### src/rtl/agc_loop_pkg.sv
// Constants and types of the gain control loop itself

package agc_loop_pkg;

    ////////////////////////////////////////
    // Word types
    ////////////////////////////////////////

    typedef logic        [16:0] scale_t;
    typedef logic signed [15:0] offset_t;
    typedef logic        [2:0]  info_idx_t;

    // Status words read back from the AGC block
    localparam info_idx_t INFO_STATUS = 3'd0;
    localparam info_idx_t INFO_POWER  = 3'd1;   // Sum of squares
    localparam info_idx_t INFO_ABOVE  = 3'd2;   // Samples above zero
    localparam info_idx_t INFO_BELOW  = 3'd3;   // Samples below zero
    localparam info_idx_t INFO_SCALE  = 3'd4;
    localparam info_idx_t INFO_OFFSET = 3'd5;

    localparam int NUM_INFO = 6;

    typedef logic [31:0] word_t;
    typedef word_t [NUM_INFO-1:0] info_words_t;

    ////////////////////////////////////////
    // Loop constants
    ////////////////////////////////////////

    localparam scale_t  START_SCALE  = 17'd1800;
    localparam offset_t START_OFFSET = 16'sd0;

    localparam scale_t  SCALE_STEP  = 17'd30;
    localparam offset_t OFFSET_STEP = 16'sd25;

    localparam int unsigned TARGET_POWER = 16;
    localparam int unsigned POWER_TOL    = 0;
    localparam int unsigned OFFSET_TOL   = 5;

    // Power word is shortened to the measurement timescale
    localparam int TIMESCALE_BITS = 4;
    localparam int POWER_SHIFT    = 17 - TIMESCALE_BITS;

    typedef logic [24-POWER_SHIFT:0] power_adj_t;

    localparam int BOOT_CYCLES = 31;

    typedef enum logic [3:0] {
        BOOT,
        RESETTING,
        STARTING,
        POLLING,
        READING,
        CALCULATING,
        WRITING,
        LOADING,
        APPLYING
    } seq_state_e;

endpackage

### src/rtl/agc_bus_pkg.sv
// Bus types and the register map of the external AGC datapath block

package agc_bus_pkg;

    ////////////////////////////////////////
    // Bus structs
    ////////////////////////////////////////

    // Request from a bus master towards a target
    typedef struct packed {
        logic        cyc;
        logic        stb;
        logic        we;
        logic [7:0]  adr;
        logic [31:0] dat;
        logic [3:0]  sel;
    } wb_req_t;

    // Response from the target back to the master
    typedef struct packed {
        logic        ack;
        logic [31:0] dat;
    } wb_rsp_t;

    ////////////////////////////////////////
    // AGC block register map
    ////////////////////////////////////////

    localparam logic [7:0] ADR_CTRL  = 8'h00;   // Command on write, status on read
    localparam logic [7:0] ADR_SCALE = 8'h10;   // Offset register follows at +4

    // Status word k lives at address 4*k

    localparam int STATUS_DONE_BIT = 1;         // Measurement finished flag

    // Commands written to ADR_CTRL
    typedef enum logic [31:0] {
        CMD_START = 32'h0000_0001,
        CMD_RESET = 32'h0000_0004,
        CMD_LOAD  = 32'h0000_0300,
        CMD_APPLY = 32'h0000_0400
    } agc_cmd_e;

endpackage
### src/rtl/agc_loop_top.sv
`timescale 1ns/1ps

module agc_loop_top (
    input  logic                 wb_clk_i,
    input  logic                 arst_n_i,
    output agc_bus_pkg::wb_req_t agc_req_o,
    input  agc_bus_pkg::wb_rsp_t agc_rsp_i,
    input  agc_bus_pkg::wb_req_t host_req_i,
    output agc_bus_pkg::wb_rsp_t host_rsp_o
);

    logic                      info_we;
    agc_loop_pkg::info_idx_t   info_idx;
    logic [31:0]               info_dat;
    logic                      calc;
    logic                      commit;
    agc_loop_pkg::scale_t      new_scale;
    agc_loop_pkg::offset_t     new_offset;
    agc_loop_pkg::info_words_t info_words;
    agc_loop_pkg::power_adj_t  power_adj;
    logic [3:0]                rd_idx;
    logic [31:0]               rd_dat;

    agc_loop_sequencer u_sequencer (
        .wb_clk_i     (wb_clk_i),
        .arst_n_i     (arst_n_i),
        .agc_req_o    (agc_req_o),
        .agc_rsp_i    (agc_rsp_i),
        .info_we_o    (info_we),
        .info_idx_o   (info_idx),
        .info_dat_o   (info_dat),
        .calc_o       (calc),
        .commit_o     (commit),
        .new_scale_i  (new_scale),
        .new_offset_i (new_offset)
    );

    agc_info_regs u_info_regs (
        .wb_clk_i    (wb_clk_i),
        .arst_n_i    (arst_n_i),
        .info_we_i   (info_we),
        .info_idx_i  (info_idx),
        .info_dat_i  (info_dat),
        .commit_i    (commit),
        .scale_i     (new_scale),
        .offset_i    (new_offset),
        .rd_idx_i    (rd_idx),
        .rd_dat_o    (rd_dat),
        .info_o      (info_words),
        .power_adj_o (power_adj)
    );

    agc_step_calc u_step_calc (
        .wb_clk_i    (wb_clk_i),
        .arst_n_i    (arst_n_i),
        .calc_i      (calc),
        .info_i      (info_words),
        .power_adj_i (power_adj),
        .scale_o     (new_scale),
        .offset_o    (new_offset)
    );

    agc_status_slave u_status_slave (
        .wb_clk_i   (wb_clk_i),
        .arst_n_i   (arst_n_i),
        .host_req_i (host_req_i),
        .host_rsp_o (host_rsp_o),
        .rd_idx_o   (rd_idx),
        .rd_dat_i   (rd_dat)
    );

endmodule

### src/rtl/agc_status_slave.sv
`timescale 1ns/1ps

module agc_status_slave (
    input  logic                 wb_clk_i,
    input  logic                 arst_n_i,
    input  agc_bus_pkg::wb_req_t host_req_i,
    output agc_bus_pkg::wb_rsp_t host_rsp_o,
    output logic [3:0]           rd_idx_o,
    input  logic [31:0]          rd_dat_i
);

    typedef enum logic [1:0] {
        IDLE,
        READ,
        WRITE,
        ACK
    } slv_state_e;

    slv_state_e  state_q;
    logic [31:0] resp_q;
    logic [31:0] step_word;

    assign rd_idx_o = host_req_i.adr[3:0];

    // Loop step sizes, seen when address bit 4 is set
    always_comb begin
        case (host_req_i.adr[3:0])
            4'h0:    step_word = {15'b0, agc_loop_pkg::SCALE_STEP};
            4'h1:    step_word = {{16{agc_loop_pkg::OFFSET_STEP[15]}}, agc_loop_pkg::OFFSET_STEP};
            default: step_word = '0;
        endcase
    end

    ////////////////////////////////////////
    // Target FSM
    ////////////////////////////////////////
    always_ff @(posedge wb_clk_i or negedge arst_n_i) begin
        if (!arst_n_i) begin
            state_q <= IDLE;
        end else begin
            case (state_q)
                IDLE: begin
                    if (host_req_i.cyc && host_req_i.stb)
                        state_q <= host_req_i.we ? WRITE : READ;
                end
                READ:    state_q <= ACK;
                WRITE:   state_q <= ACK;    // Nothing writable yet
                default: state_q <= IDLE;
            endcase
        end
    end

    always_ff @(posedge wb_clk_i) begin
        if (state_q == READ) resp_q <= host_req_i.adr[4] ? step_word : rd_dat_i;
    end

    assign host_rsp_o.ack = (state_q == ACK);
    assign host_rsp_o.dat = resp_q;

    a_ack_single: assert property (@(posedge wb_clk_i) disable iff (!arst_n_i)
        host_rsp_o.ack |=> !host_rsp_o.ack);

endmodule

### src/rtl/agc_step_calc.sv
`timescale 1ns/1ps

module agc_step_calc (
    input  logic                      wb_clk_i,
    input  logic                      arst_n_i,
    input  logic                      calc_i,
    input  agc_loop_pkg::info_words_t info_i,
    input  agc_loop_pkg::power_adj_t  power_adj_i,
    output agc_loop_pkg::scale_t      scale_o,
    output agc_loop_pkg::offset_t     offset_o
);

    agc_loop_pkg::scale_t  scale_q;
    agc_loop_pkg::scale_t  scale_d;
    agc_loop_pkg::offset_t offset_q;
    agc_loop_pkg::offset_t offset_d;
    agc_loop_pkg::scale_t  cur_scale;
    agc_loop_pkg::offset_t cur_offset;
    logic [31:0]           above;
    logic [31:0]           below;

    // Values the block reported as currently applied
    assign cur_scale  = agc_loop_pkg::scale_t'(info_i[agc_loop_pkg::INFO_SCALE]);
    assign cur_offset = agc_loop_pkg::offset_t'(info_i[agc_loop_pkg::INFO_OFFSET]);
    assign above      = info_i[agc_loop_pkg::INFO_ABOVE];
    assign below      = info_i[agc_loop_pkg::INFO_BELOW];

    ////////////////////////////////////////
    // Fixed step update
    ////////////////////////////////////////
    always_comb begin
        scale_d  = scale_q;
        offset_d = offset_q;

        if (power_adj_i > agc_loop_pkg::TARGET_POWER + agc_loop_pkg::POWER_TOL)
            scale_d = cur_scale - agc_loop_pkg::SCALE_STEP;     // Too loud
        else if (power_adj_i < agc_loop_pkg::TARGET_POWER - agc_loop_pkg::POWER_TOL)
            scale_d = cur_scale + agc_loop_pkg::SCALE_STEP;     // Too quiet

        // Balance samples around zero
        if (above > below + agc_loop_pkg::OFFSET_TOL)
            offset_d = cur_offset - agc_loop_pkg::OFFSET_STEP;
        else if (below > above + agc_loop_pkg::OFFSET_TOL)
            offset_d = cur_offset + agc_loop_pkg::OFFSET_STEP;
    end

    always_ff @(posedge wb_clk_i or negedge arst_n_i) begin
        if (!arst_n_i) begin
            scale_q  <= agc_loop_pkg::START_SCALE;
            offset_q <= agc_loop_pkg::START_OFFSET;
        end else if (calc_i) begin
            scale_q  <= scale_d;
            offset_q <= offset_d;
        end
    end

    assign scale_o  = scale_q;
    assign offset_o = offset_q;

endmodule

### src/rtl/agc_info_regs.sv
`timescale 1ns/1ps

module agc_info_regs (
    input  logic                      wb_clk_i,
    input  logic                      arst_n_i,
    input  logic                      info_we_i,
    input  agc_loop_pkg::info_idx_t   info_idx_i,
    input  logic [31:0]               info_dat_i,
    input  logic                      commit_i,
    input  agc_loop_pkg::scale_t      scale_i,
    input  agc_loop_pkg::offset_t     offset_i,
    input  logic [3:0]                rd_idx_i,
    output logic [31:0]               rd_dat_o,
    output agc_loop_pkg::info_words_t info_o,
    output agc_loop_pkg::power_adj_t  power_adj_o
);

    agc_loop_pkg::info_words_t info_q;

    ////////////////////////////////////////
    // Status store
    ////////////////////////////////////////
    always_ff @(posedge wb_clk_i or negedge arst_n_i) begin
        if (!arst_n_i) begin
            info_q <= '0;
        end else begin
            if (info_we_i) info_q[info_idx_i] <= info_dat_i;
            // Applied values become the reference for the next step
            if (commit_i) begin
                info_q[agc_loop_pkg::INFO_SCALE]  <= {15'b0, scale_i};
                info_q[agc_loop_pkg::INFO_OFFSET] <= {{16{offset_i[15]}}, offset_i};
            end
        end
    end

    assign info_o = info_q;

    // Power reduced to the measurement window
    assign power_adj_o = info_q[agc_loop_pkg::INFO_POWER][24:agc_loop_pkg::POWER_SHIFT];

    // Host read port, unused indices read as zero
    assign rd_dat_o = (rd_idx_i < 4'(agc_loop_pkg::NUM_INFO)) ? info_q[rd_idx_i[2:0]] : '0;

    a_idx_range: assert property (@(posedge wb_clk_i) disable iff (!arst_n_i)
        info_we_i |-> (info_idx_i < 3'(agc_loop_pkg::NUM_INFO)));

endmodule

### src/rtl/agc_loop_sequencer.sv
`timescale 1ns/1ps

module agc_loop_sequencer (
    input  logic                    wb_clk_i,
    input  logic                    arst_n_i,
    output agc_bus_pkg::wb_req_t    agc_req_o,
    input  agc_bus_pkg::wb_rsp_t    agc_rsp_i,
    output logic                    info_we_o,
    output agc_loop_pkg::info_idx_t info_idx_o,
    output logic [31:0]             info_dat_o,
    output logic                    calc_o,
    output logic                    commit_o,
    input  agc_loop_pkg::scale_t    new_scale_i,
    input  agc_loop_pkg::offset_t   new_offset_i
);

    // Sub-phase of one bus transaction
    typedef enum logic [1:0] {
        PH_SEND,
        PH_WAIT,
        PH_PROC
    } phase_e;

    agc_loop_pkg::seq_state_e state_q;
    phase_e                   phase_q;
    logic [4:0]               boot_cnt_q;
    agc_loop_pkg::info_idx_t  rd_idx_q;     // Status word being read
    logic                     wr_idx_q;     // 0 scale, 1 offset
    agc_bus_pkg::wb_req_t     req_q;
    logic [31:0]              rsp_q;        // Last read data

    logic        cmd_we;
    logic [7:0]  cmd_adr;
    logic [31:0] cmd_dat;
    logic        ack_seen;

    assign ack_seen = (phase_q == PH_WAIT) && agc_rsp_i.ack;

    ////////////////////////////////////////
    // Request contents per state
    ////////////////////////////////////////
    always_comb begin
        cmd_we  = 1'b1;
        cmd_adr = agc_bus_pkg::ADR_CTRL;
        cmd_dat = '0;
        case (state_q)
            agc_loop_pkg::RESETTING: cmd_dat = agc_bus_pkg::CMD_RESET;
            agc_loop_pkg::STARTING:  cmd_dat = agc_bus_pkg::CMD_START;
            agc_loop_pkg::POLLING:   cmd_we  = 1'b0;
            agc_loop_pkg::READING: begin
                cmd_we  = 1'b0;
                cmd_adr = {3'b000, rd_idx_q, 2'b00};
            end
            agc_loop_pkg::WRITING: begin
                if (!wr_idx_q) begin
                    cmd_adr = agc_bus_pkg::ADR_SCALE;
                    cmd_dat = {15'b0, new_scale_i};              // Zero extended
                end else begin
                    cmd_adr = agc_bus_pkg::ADR_SCALE + 8'd4;
                    cmd_dat = {{16{new_offset_i[15]}}, new_offset_i}; // Sign extended
                end
            end
            agc_loop_pkg::LOADING:   cmd_dat = agc_bus_pkg::CMD_LOAD;
            agc_loop_pkg::APPLYING:  cmd_dat = agc_bus_pkg::CMD_APPLY;
            default: ;
        endcase
    end

    ////////////////////////////////////////
    // Loop FSM
    ////////////////////////////////////////
    always_ff @(posedge wb_clk_i or negedge arst_n_i) begin
        if (!arst_n_i) begin
            state_q    <= agc_loop_pkg::BOOT;
            phase_q    <= PH_SEND;
            boot_cnt_q <= 5'(agc_loop_pkg::BOOT_CYCLES);
            rd_idx_q   <= '0;
            wr_idx_q   <= 1'b0;
            req_q      <= '0;
        end else if (state_q == agc_loop_pkg::BOOT) begin
            if (boot_cnt_q != '0) boot_cnt_q <= boot_cnt_q - 5'd1;
            else state_q <= agc_loop_pkg::WRITING;     // Push starting values first
        end else if (state_q == agc_loop_pkg::CALCULATING) begin
            state_q <= agc_loop_pkg::WRITING;
        end else begin
            case (phase_q)
                PH_SEND: begin
                    req_q <= '{cyc: 1'b1, stb: 1'b1, we: cmd_we, adr: cmd_adr,
                               dat: cmd_dat, sel: 4'hf};
                    phase_q <= PH_WAIT;
                end
                PH_WAIT: begin
                    if (agc_rsp_i.ack) begin
                        req_q <= '0;
                        if (!req_q.we) begin
                            phase_q <= PH_PROC;         // Look at the read data next
                        end else begin
                            phase_q <= PH_SEND;
                            case (state_q)
                                agc_loop_pkg::RESETTING: state_q <= agc_loop_pkg::STARTING;
                                agc_loop_pkg::STARTING:  state_q <= agc_loop_pkg::POLLING;
                                agc_loop_pkg::WRITING: begin
                                    wr_idx_q <= ~wr_idx_q;
                                    if (wr_idx_q) state_q <= agc_loop_pkg::LOADING;
                                end
                                agc_loop_pkg::LOADING:   state_q <= agc_loop_pkg::APPLYING;
                                default:                 state_q <= agc_loop_pkg::RESETTING;
                            endcase
                        end
                    end
                end
                default: begin
                    phase_q <= PH_SEND;
                    if (state_q == agc_loop_pkg::POLLING) begin
                        // Keep polling until the measurement reports done
                        if (rsp_q[agc_bus_pkg::STATUS_DONE_BIT]) begin
                            state_q  <= agc_loop_pkg::READING;
                            rd_idx_q <= '0;
                        end
                    end else if (rd_idx_q ==
                                 agc_loop_pkg::info_idx_t'(agc_loop_pkg::NUM_INFO - 1)) begin
                        state_q  <= agc_loop_pkg::CALCULATING;
                        rd_idx_q <= '0;
                    end else begin
                        rd_idx_q <= rd_idx_q + 3'd1;
                    end
                end
            endcase
        end
    end

    always_ff @(posedge wb_clk_i) begin
        if (ack_seen && !req_q.we) rsp_q <= agc_rsp_i.dat;
    end

    assign agc_req_o  = req_q;
    assign info_we_o  = (state_q == agc_loop_pkg::READING) && (phase_q == PH_PROC);
    assign info_idx_o = rd_idx_q;
    assign info_dat_o = rsp_q;
    assign calc_o     = (state_q == agc_loop_pkg::CALCULATING);
    assign commit_o   = (state_q == agc_loop_pkg::APPLYING) && ack_seen;

    // A pending request must not change until the target acks it
    a_req_stable: assert property (@(posedge wb_clk_i) disable iff (!arst_n_i)
        req_q.cyc && !agc_rsp_i.ack |=> $stable(req_q));

    a_stb_in_cyc: assert property (@(posedge wb_clk_i) disable iff (!arst_n_i)
        $rose(agc_req_o.stb) |-> agc_req_o.cyc);

endmodule

### config.mk
export PLATFORM = sky130hd
export DESIGN_NAME = agc_loop_top
export DESIGN_NICKNAME = d
export VERILOG_FILES = /design/src/rtl/agc_loop_pkg.sv /design/src/rtl/agc_bus_pkg.sv /design/src/rtl/agc_loop_top.sv /design/src/rtl/agc_status_slave.sv /design/src/rtl/agc_step_calc.sv /design/src/rtl/agc_info_regs.sv /design/src/rtl/agc_loop_sequencer.sv
export SDC_FILE = /design/constraint.sdc
export NUM_CORES = 1
export LEC_CHECK = 0
export BUFFER_PORTS_ARGS = -buffer_cell sky130_fd_sc_hd__buf_2
export CORE_ASPECT_RATIO = 1.1
export CORE_MARGIN = 4
export CORE_UTILIZATION = 44
export CTS_CLUSTER_DIAMETER = 200
export DETAILED_ROUTE_END_ITERATION = 12
export GPL_ROUTABILITY_DRIVEN = 0
export SLEW_MARGIN = 40
export SYNTH_ARGS = -nofsm -noshare
export SYNTH_HDL_FRONTEND = slang
export SYNTH_SLANG_ARGS = --single-unit
### constraint.sdc
create_clock -name wb_clk_i -period 5.75 [get_ports wb_clk_i]
set_input_delay 0.2875 -clock wb_clk_i [delete_from_list [all_inputs] [get_ports wb_clk_i]]
set_output_delay 0.2875 -clock wb_clk_i [all_outputs]
set_load 0.01 [all_outputs]
### Yosys cells after proc, flatten, opt, wreduce, memory -nomap -nowiden

Cells that the tools add are included.

* bits of input ports: 82
* output and inout bits: 80
* register bits after elaboration: 353
* word-level logic and storage cells: 135

* bitwise logic cells: 4
* eq/ne operators: 24
* reductions and logical operators: 28
* $add $sub $neg: 8
* $lt $le $gt $ge: 8
* multiplexer cells: 41

Operators with widths (number)
* bitwise mux 192 bit: 1
* 2-to-1 mux 192 bit: 1
* 2-to-1 mux 32 bit: 5
* case mux 32 bit (5 select lines): 1
* binary-select mux 32 bit (select 3 bit): 1
* demux 32 bit (select 3 bit): 1
* case mux 47 bit (2 select lines): 1
* adder 32 x 3 -> 32 bit (second input constant): 2
* greater-than comparator 32 bit: 2
* 2-to-1 mux 64 bit: 1
* 2-to-1 mux 47 bit: 1
* 2-to-1 mux 4 bit: 9
* 2-to-1 mux 17 bit: 2
* 2-to-1 mux 16 bit: 2
* adder 17 x 5 -> 17 bit (second input constant): 1
* subtractor 17 x 5 -> 17 bit (second input constant): 1
* adder 16 x 6 -> 16 bit (second input constant): 1
* == test 4 x 3 -> 1 bit (second input constant): 4
* case mux 4 bit (4 select lines): 1
* case mux 8 bit (2 select lines): 1
* subtractor 16 x 6 -> 16 bit (second input constant): 1
* greater-than comparator 12 x 5 -> 1 bit (second input constant): 1
* less-than comparator 12 x 5 -> 1 bit (second input constant): 1
* 2-to-1 mux 3 bit: 4
* other kinds (36): 67

### Longest topological paths before layout

* word-level depth: 7
* mapped depth: 25
* mapped depth without buffers: 24

### By module

Synthesis repeated with hierarchy kept, for this count alone.

* cell total of the unflattened synthesis: 1682
* area total of the unflattened synthesis: 18930.7 um^2

Modules (own cells, without submodules)
* agc_info_regs: cells an instance 714, seq. area each 4804.6 um^2, area each 9276.4 um^2, times used 1
* agc_step_calc: cells an instance 603, seq. area each 830.8 um^2, area each 5042.3 um^2, times used 1
* agc_loop_sequencer: cells an instance 270, seq. area each 1918.1 um^2, area each 3203.1 um^2, times used 1
* agc_status_slave: cells an instance 95, seq. area each 1011.0 um^2, area each 1408.9 um^2, times used 1

### Worst setup path after synthesis

OpenSTA, ideal clock, no wires.

* kind: reg2reg
* start: register u_info_regs.info_q (netlist bit u_info_regs.info_o[97])
* end: register u_step_calc.offset_q[12], in the netlist u_step_calc.offset_o[12]
* path buffers: 1
* library setup time: 0.125 ns
* stages on the path, launching flop included: 25
* data required time: 5.625 ns
* setup slack: 0.258 ns
* period minus slack after synthesis: 5.492 ns
* arrival: 5.367 ns
* cell sequence: dfrtp_1 > ha_1 > o21ai_0 > nor2_1 > and4_1 > nor2b_1 > clkbuf_1 > and3_1 > nand3_1 > xor2_1 > ha_1 > nand4_2 > and4bb_4 > nand3_2 > a22o_1 > a31oi_2 > inv_2 > ha_1 > nor2b_1 > o311a_1 > o31ai_1 > a21oi_1 > a2111o_1 > o311a_1 > mux2_2

* cells in the longest elaborated chain, start to end: 4

RTL lines
* start, declared: line agc_info_regs.sv:18 `agc_loop_pkg::info_words_t info_q;`
* start signal, assigned by index: line agc_info_regs.sv:27 `if (info_we_i) info_q[info_idx_i] <= info_dat_i;`
* start signal, assigned by index: line agc_info_regs.sv:30 `info_q[agc_loop_pkg::INFO_SCALE] <= {15'b0, scale_i};`
* start signal, assigned by index: line agc_info_regs.sv:31 `info_q[agc_loop_pkg::INFO_OFFSET] <= {{16{offset_i[15]}}, offset_i};`
* adder 32 x 3 -> 32 bit: line agc_step_calc.sv:41 `if (above > below + agc_loop_pkg::OFFSET_TOL)`
* greater-than comparator 32 bit: line agc_step_calc.sv:41
* nonzero test 2 bit (no source line)
* AND reduction 2 bit (no source line)
* end signal, assigned: line agc_step_calc.sv:50 `offset_q <= agc_loop_pkg::START_OFFSET;`
* end signal, assigned: line agc_step_calc.sv:53 `offset_q <= offset_d;`
* end, declared: line agc_step_calc.sv:15 `agc_loop_pkg::offset_t offset_q;`

Several ways; a longest one is shown, not always the timed one.
A chain may end at the register's enable or synchronous reset.

### Worst setup path in the final report

* start: register u_info_regs.info_q (netlist bit u_info_regs.info_o[108])
* end: register u_step_calc.offset_q[12], in the netlist u_step_calc.offset_o[12]

Same word-level chain as after synthesis.

==> metrics.md <==
| Metric | Value |
|---|---|
| Post-Layout Cell Count | approximately 2400 |
| Largest net degree at the start of global routing | 94 |
| Post-synth EDFFs | 64 |
| Fmax | 183 MHz |
| Slew HR | about 46% |
| Drt pass-1 iters | 5 |
| Status | complete, no violations |
| Layout cells sized above 1 | around a quarter |
| CP startpoint kind | flop |
| Critical path data arrival time | 5.88 ns |
| WL/cell | a little over 20 µm |
| CTS tree | yes |
| Hold WS | 0.0982 ns |
| ANT cells | 0 |
| Setup_tns | 0 ns |
| CORE AREA | 40600 µm² |
| DRC | 0 |
| Final Hold Viols | 0 |
| Part of the Yosys area used for sequential elements | about 47% |
| Final antenna-violating net count | 0 |
| Dpl cell area | about 20000 µm² |
| Top post-synthesis cells by count | dfrtp_1, nand2_1, mux2_2, nor2_1, ha_1 |
| CP bufs+invs | 2 |
| Final setup skew | 0.0131 ns |
| Cell taking the most area after synthesis | dfrtp_1 |
| Area of the multi-input gates | 9190 µm² |
| I/O Buffers | 117 |
| Maximum net fanout on the critical path | 4 |
| Most numerous cell in the Yosys netlist | dfrtp_1 |
| Worst-path cell chain | and4_1 > and3_1 > and4_1 > and3_1 > and3_1 > nand3_1 > xor2_1 > ha_1 > nand4_1 > and4bb_4 > nand3_2 > a22o_1 > a31oi_4 > inv_2 > ha_1 > nor2b_1 > o311a_1 > o31ai_2 > buf_4 > a21oi_1 > a2111o_1 > o311a_1 > mux2_2 |
| Worst EP required | 6.16 ns |
| Slowest CP cell | a2111o_1 |
| Ys async rst share | 80.5% |
| Main synth FF type | dfrtp_1 |
| Vias in the first global route | 13600 |
| Post-synthesis cell count | 1664 |
| H-tree depth | 2 |
| Final min period | 5.46 ns |
| Ranking of synthesized cells by area | dfrtp_1, edfxtp_1, mux2_2 |
| Max-Cap Viols | 0 |
| Number of buffers created by CTS | 37 |
| Starting DRC count in detailed routing | 906 |
| Hold crit path type | primary input to flop |
| Cell variety after synth | between 70 and 80 |
| CTS root buffer | clkbuf_16 |
| Reg area | 8560 µm² |
| Synth Register Bits | 329 |
| Synth top area share | 35.2% |
| Setup CP Type | flop to flop |
| Sink Count | 329 |
| Tcrit/Tclk final | 95.0% |
| Yosys warnings | 0 |
| GRT Util Overall | between 20% and 30% |
| Post-CTS Setup Inserts | 0 |
| DIE AREA | 44600 µm² |
| Kind of cell adding the most delay to the critical path | simple AND/OR/NAND/NOR gates |
| Routed vias | 13500 |
| Dpl cells | 2286 |
| Ports | approximately 160 |
| Measured slew at the worst slew-check pin | 0.804 ns |
| Post-route cell area | 21100 µm² |
| Clock-pin transition on the worst setup and hold timing paths | about 0.060 ns |
| RSZ-0062 raised after global routing | no |
| Clock Tree Buf Depth | 3 |
| Global route overflow | 0 |
| Vias per cell | 5.66 |
| Hpwl dp | 33700 µm |
| First-pass GRT wire length | 77800 µm |
| Syn_area_per_cell | 10.9 µm² |
| Mapped Area | 18200 µm² |
| Final nets | 1987 |
| Worst skew pair latency | 0.54 ns |
| Drt total wl | 48600 µm |
| Most common cell on crit path | and3_1 |
| FP Rows | 77 |
| Setup violators final | 0 |
| Filler Cell Count | 3559 |
| Crit-path max cell delay | 0.41 ns |
| Area Overhead vs Synth | 16.1% |
| Fin. max-slew vios | 0 |
| FF-to-FF setup slack | 0.29 ns |
| Starting density of the core | between 40 and 50% |
| Die X | 202 µm |
| Die Span Y | 221 µm |
| Initial antenna violation count | 0 |
| Worst Setup End Kind | flop |
logic make-up after synthesis:
logic type / after synthesis / share of synthesized area (%)
buffers and inverters: 126 / 3.15
adder cells (fa/ha/maj): 100 / 6.96
XOR/XNOR: 95 / 4.58
flip-flops: 329 / 47.1
AO/OA/AOI/OAI: 308 / 10.9
other: 1 / 0.0206
AND/OR/NAND/NOR: 490 / 12.0
multiplexers: 215 / 15.3
area by class of cell:
cell class	count	share of cell area, %
multi-input cells	1213	43.5
flip-flops and latches	329	40.6
repair buffers	197	6.24
clock buffers	49	4.94
well taps	553	3.28
clock inverters	19	0.960
inverters	27	0.480
per-stage QoR:
stage               setup slack, ns  util [%]
floorplan                     0.258         -
global placement              0.102      47.9
detailed placement           0.0277      48.1
CTS                          0.0109      51.9
global route                0.00369      52.0
finish                        0.288      52.0
routing by layer:
metal | track usage [%] | vias up | part of all wire [%]
met5 | 0 | - | 0
met4 | 5.16 | 0 | 2.1
met3 | 2.78 | 66 | 5.0
met2 | 35.2 | 364 | 47
met1 | 30.8 | 6739 | 46
li1 | - | 6338 | -
registers in the layout (all words and copies together), names as in the netlist:
signal,flops
u_status_slave.resp_q,32
u_sequencer.agc_req_o,23
u_info_regs.info_o,192
u_sequencer.info_dat_o,32
u_sequencer.state_q,4
u_sequencer.wr_idx_q,1
u_sequencer.phase_q,2
u_status_slave.state_q,2
u_sequencer.boot_cnt_q,5
u_step_calc.scale_o,17
u_step_calc.offset_o,16
u_sequencer.info_idx_o,3
layout by cell type, fill, tap and decap left out, types with 5 or more instances in the layout:
| master | count |
|---|---|
| nand3_1 | 37 |
| buf_2 | 115 |
| a22oi_1 | 27 |
| edfxtp_1 | 64 |
| dfrtp_1 | 256 |
| and4_1 | 6 |
| inv_1 | 26 |
| clkbuf_1 | 7 |
| a31oi_1 | 55 |
| clkinv_1 | 5 |
| conb_1 | 5 |
| mux4_2 | 32 |
| xnor2_1 | 42 |
| nor3_1 | 15 |
| o211ai_1 | 7 |
| nand2b_1 | 6 |
| buf_4 | 45 |
| ha_1 | 97 |
| nand4_1 | 24 |
| mux2i_1 | 12 |
| dfstp_2 | 9 |
| a211oi_1 | 8 |
| dlygate4sd3_1 | 33 |
| a21o_1 | 16 |
| clkbuf_16 | 39 |
| nor2_1 | 112 |
| o21ai_0 | 42 |
| xor2_1 | 53 |
| o31ai_1 | 17 |
| clkinv_2 | 6 |
| a21oi_1 | 86 |
| a221o_1 | 6 |
| mux2_2 | 169 |
| nor2b_1 | 9 |
| and3_1 | 13 |
| nand2_1 | 230 |
path summary, 6_finish.rpt:
path | start | to | cells after the start
min in group asynchronous | arst_n_i | u_info_regs.info_o[69] | 2
max reg2reg | u_info_regs.info_o[108] | u_step_calc.offset_o[12] | 23
max in group asynchronous | arst_n_i | u_sequencer.boot_cnt_q[4] | 4
min reg2reg | u_sequencer.agc_req_o[16] | u_sequencer.agc_req_o[16] | 2
min | host_req_i[39] | u_status_slave.resp_q[3] | 2
max | u_info_regs.info_o[108] | u_step_calc.offset_o[12] | 23
what timing repair did:
| item | in CTS | in global routing |
|---|---|---|
| hold buffers | 33 | 0 |
| gates resized for setup | 0 | 10 |
| endpoints found under the hold margin | 118 | 0 |
| setup endpoints to repair | 0 | 4 |
Power is left out: the tool's default activity adds up to more than one toggle a clock period on the data nets, which glitch-free logic cannot reach.
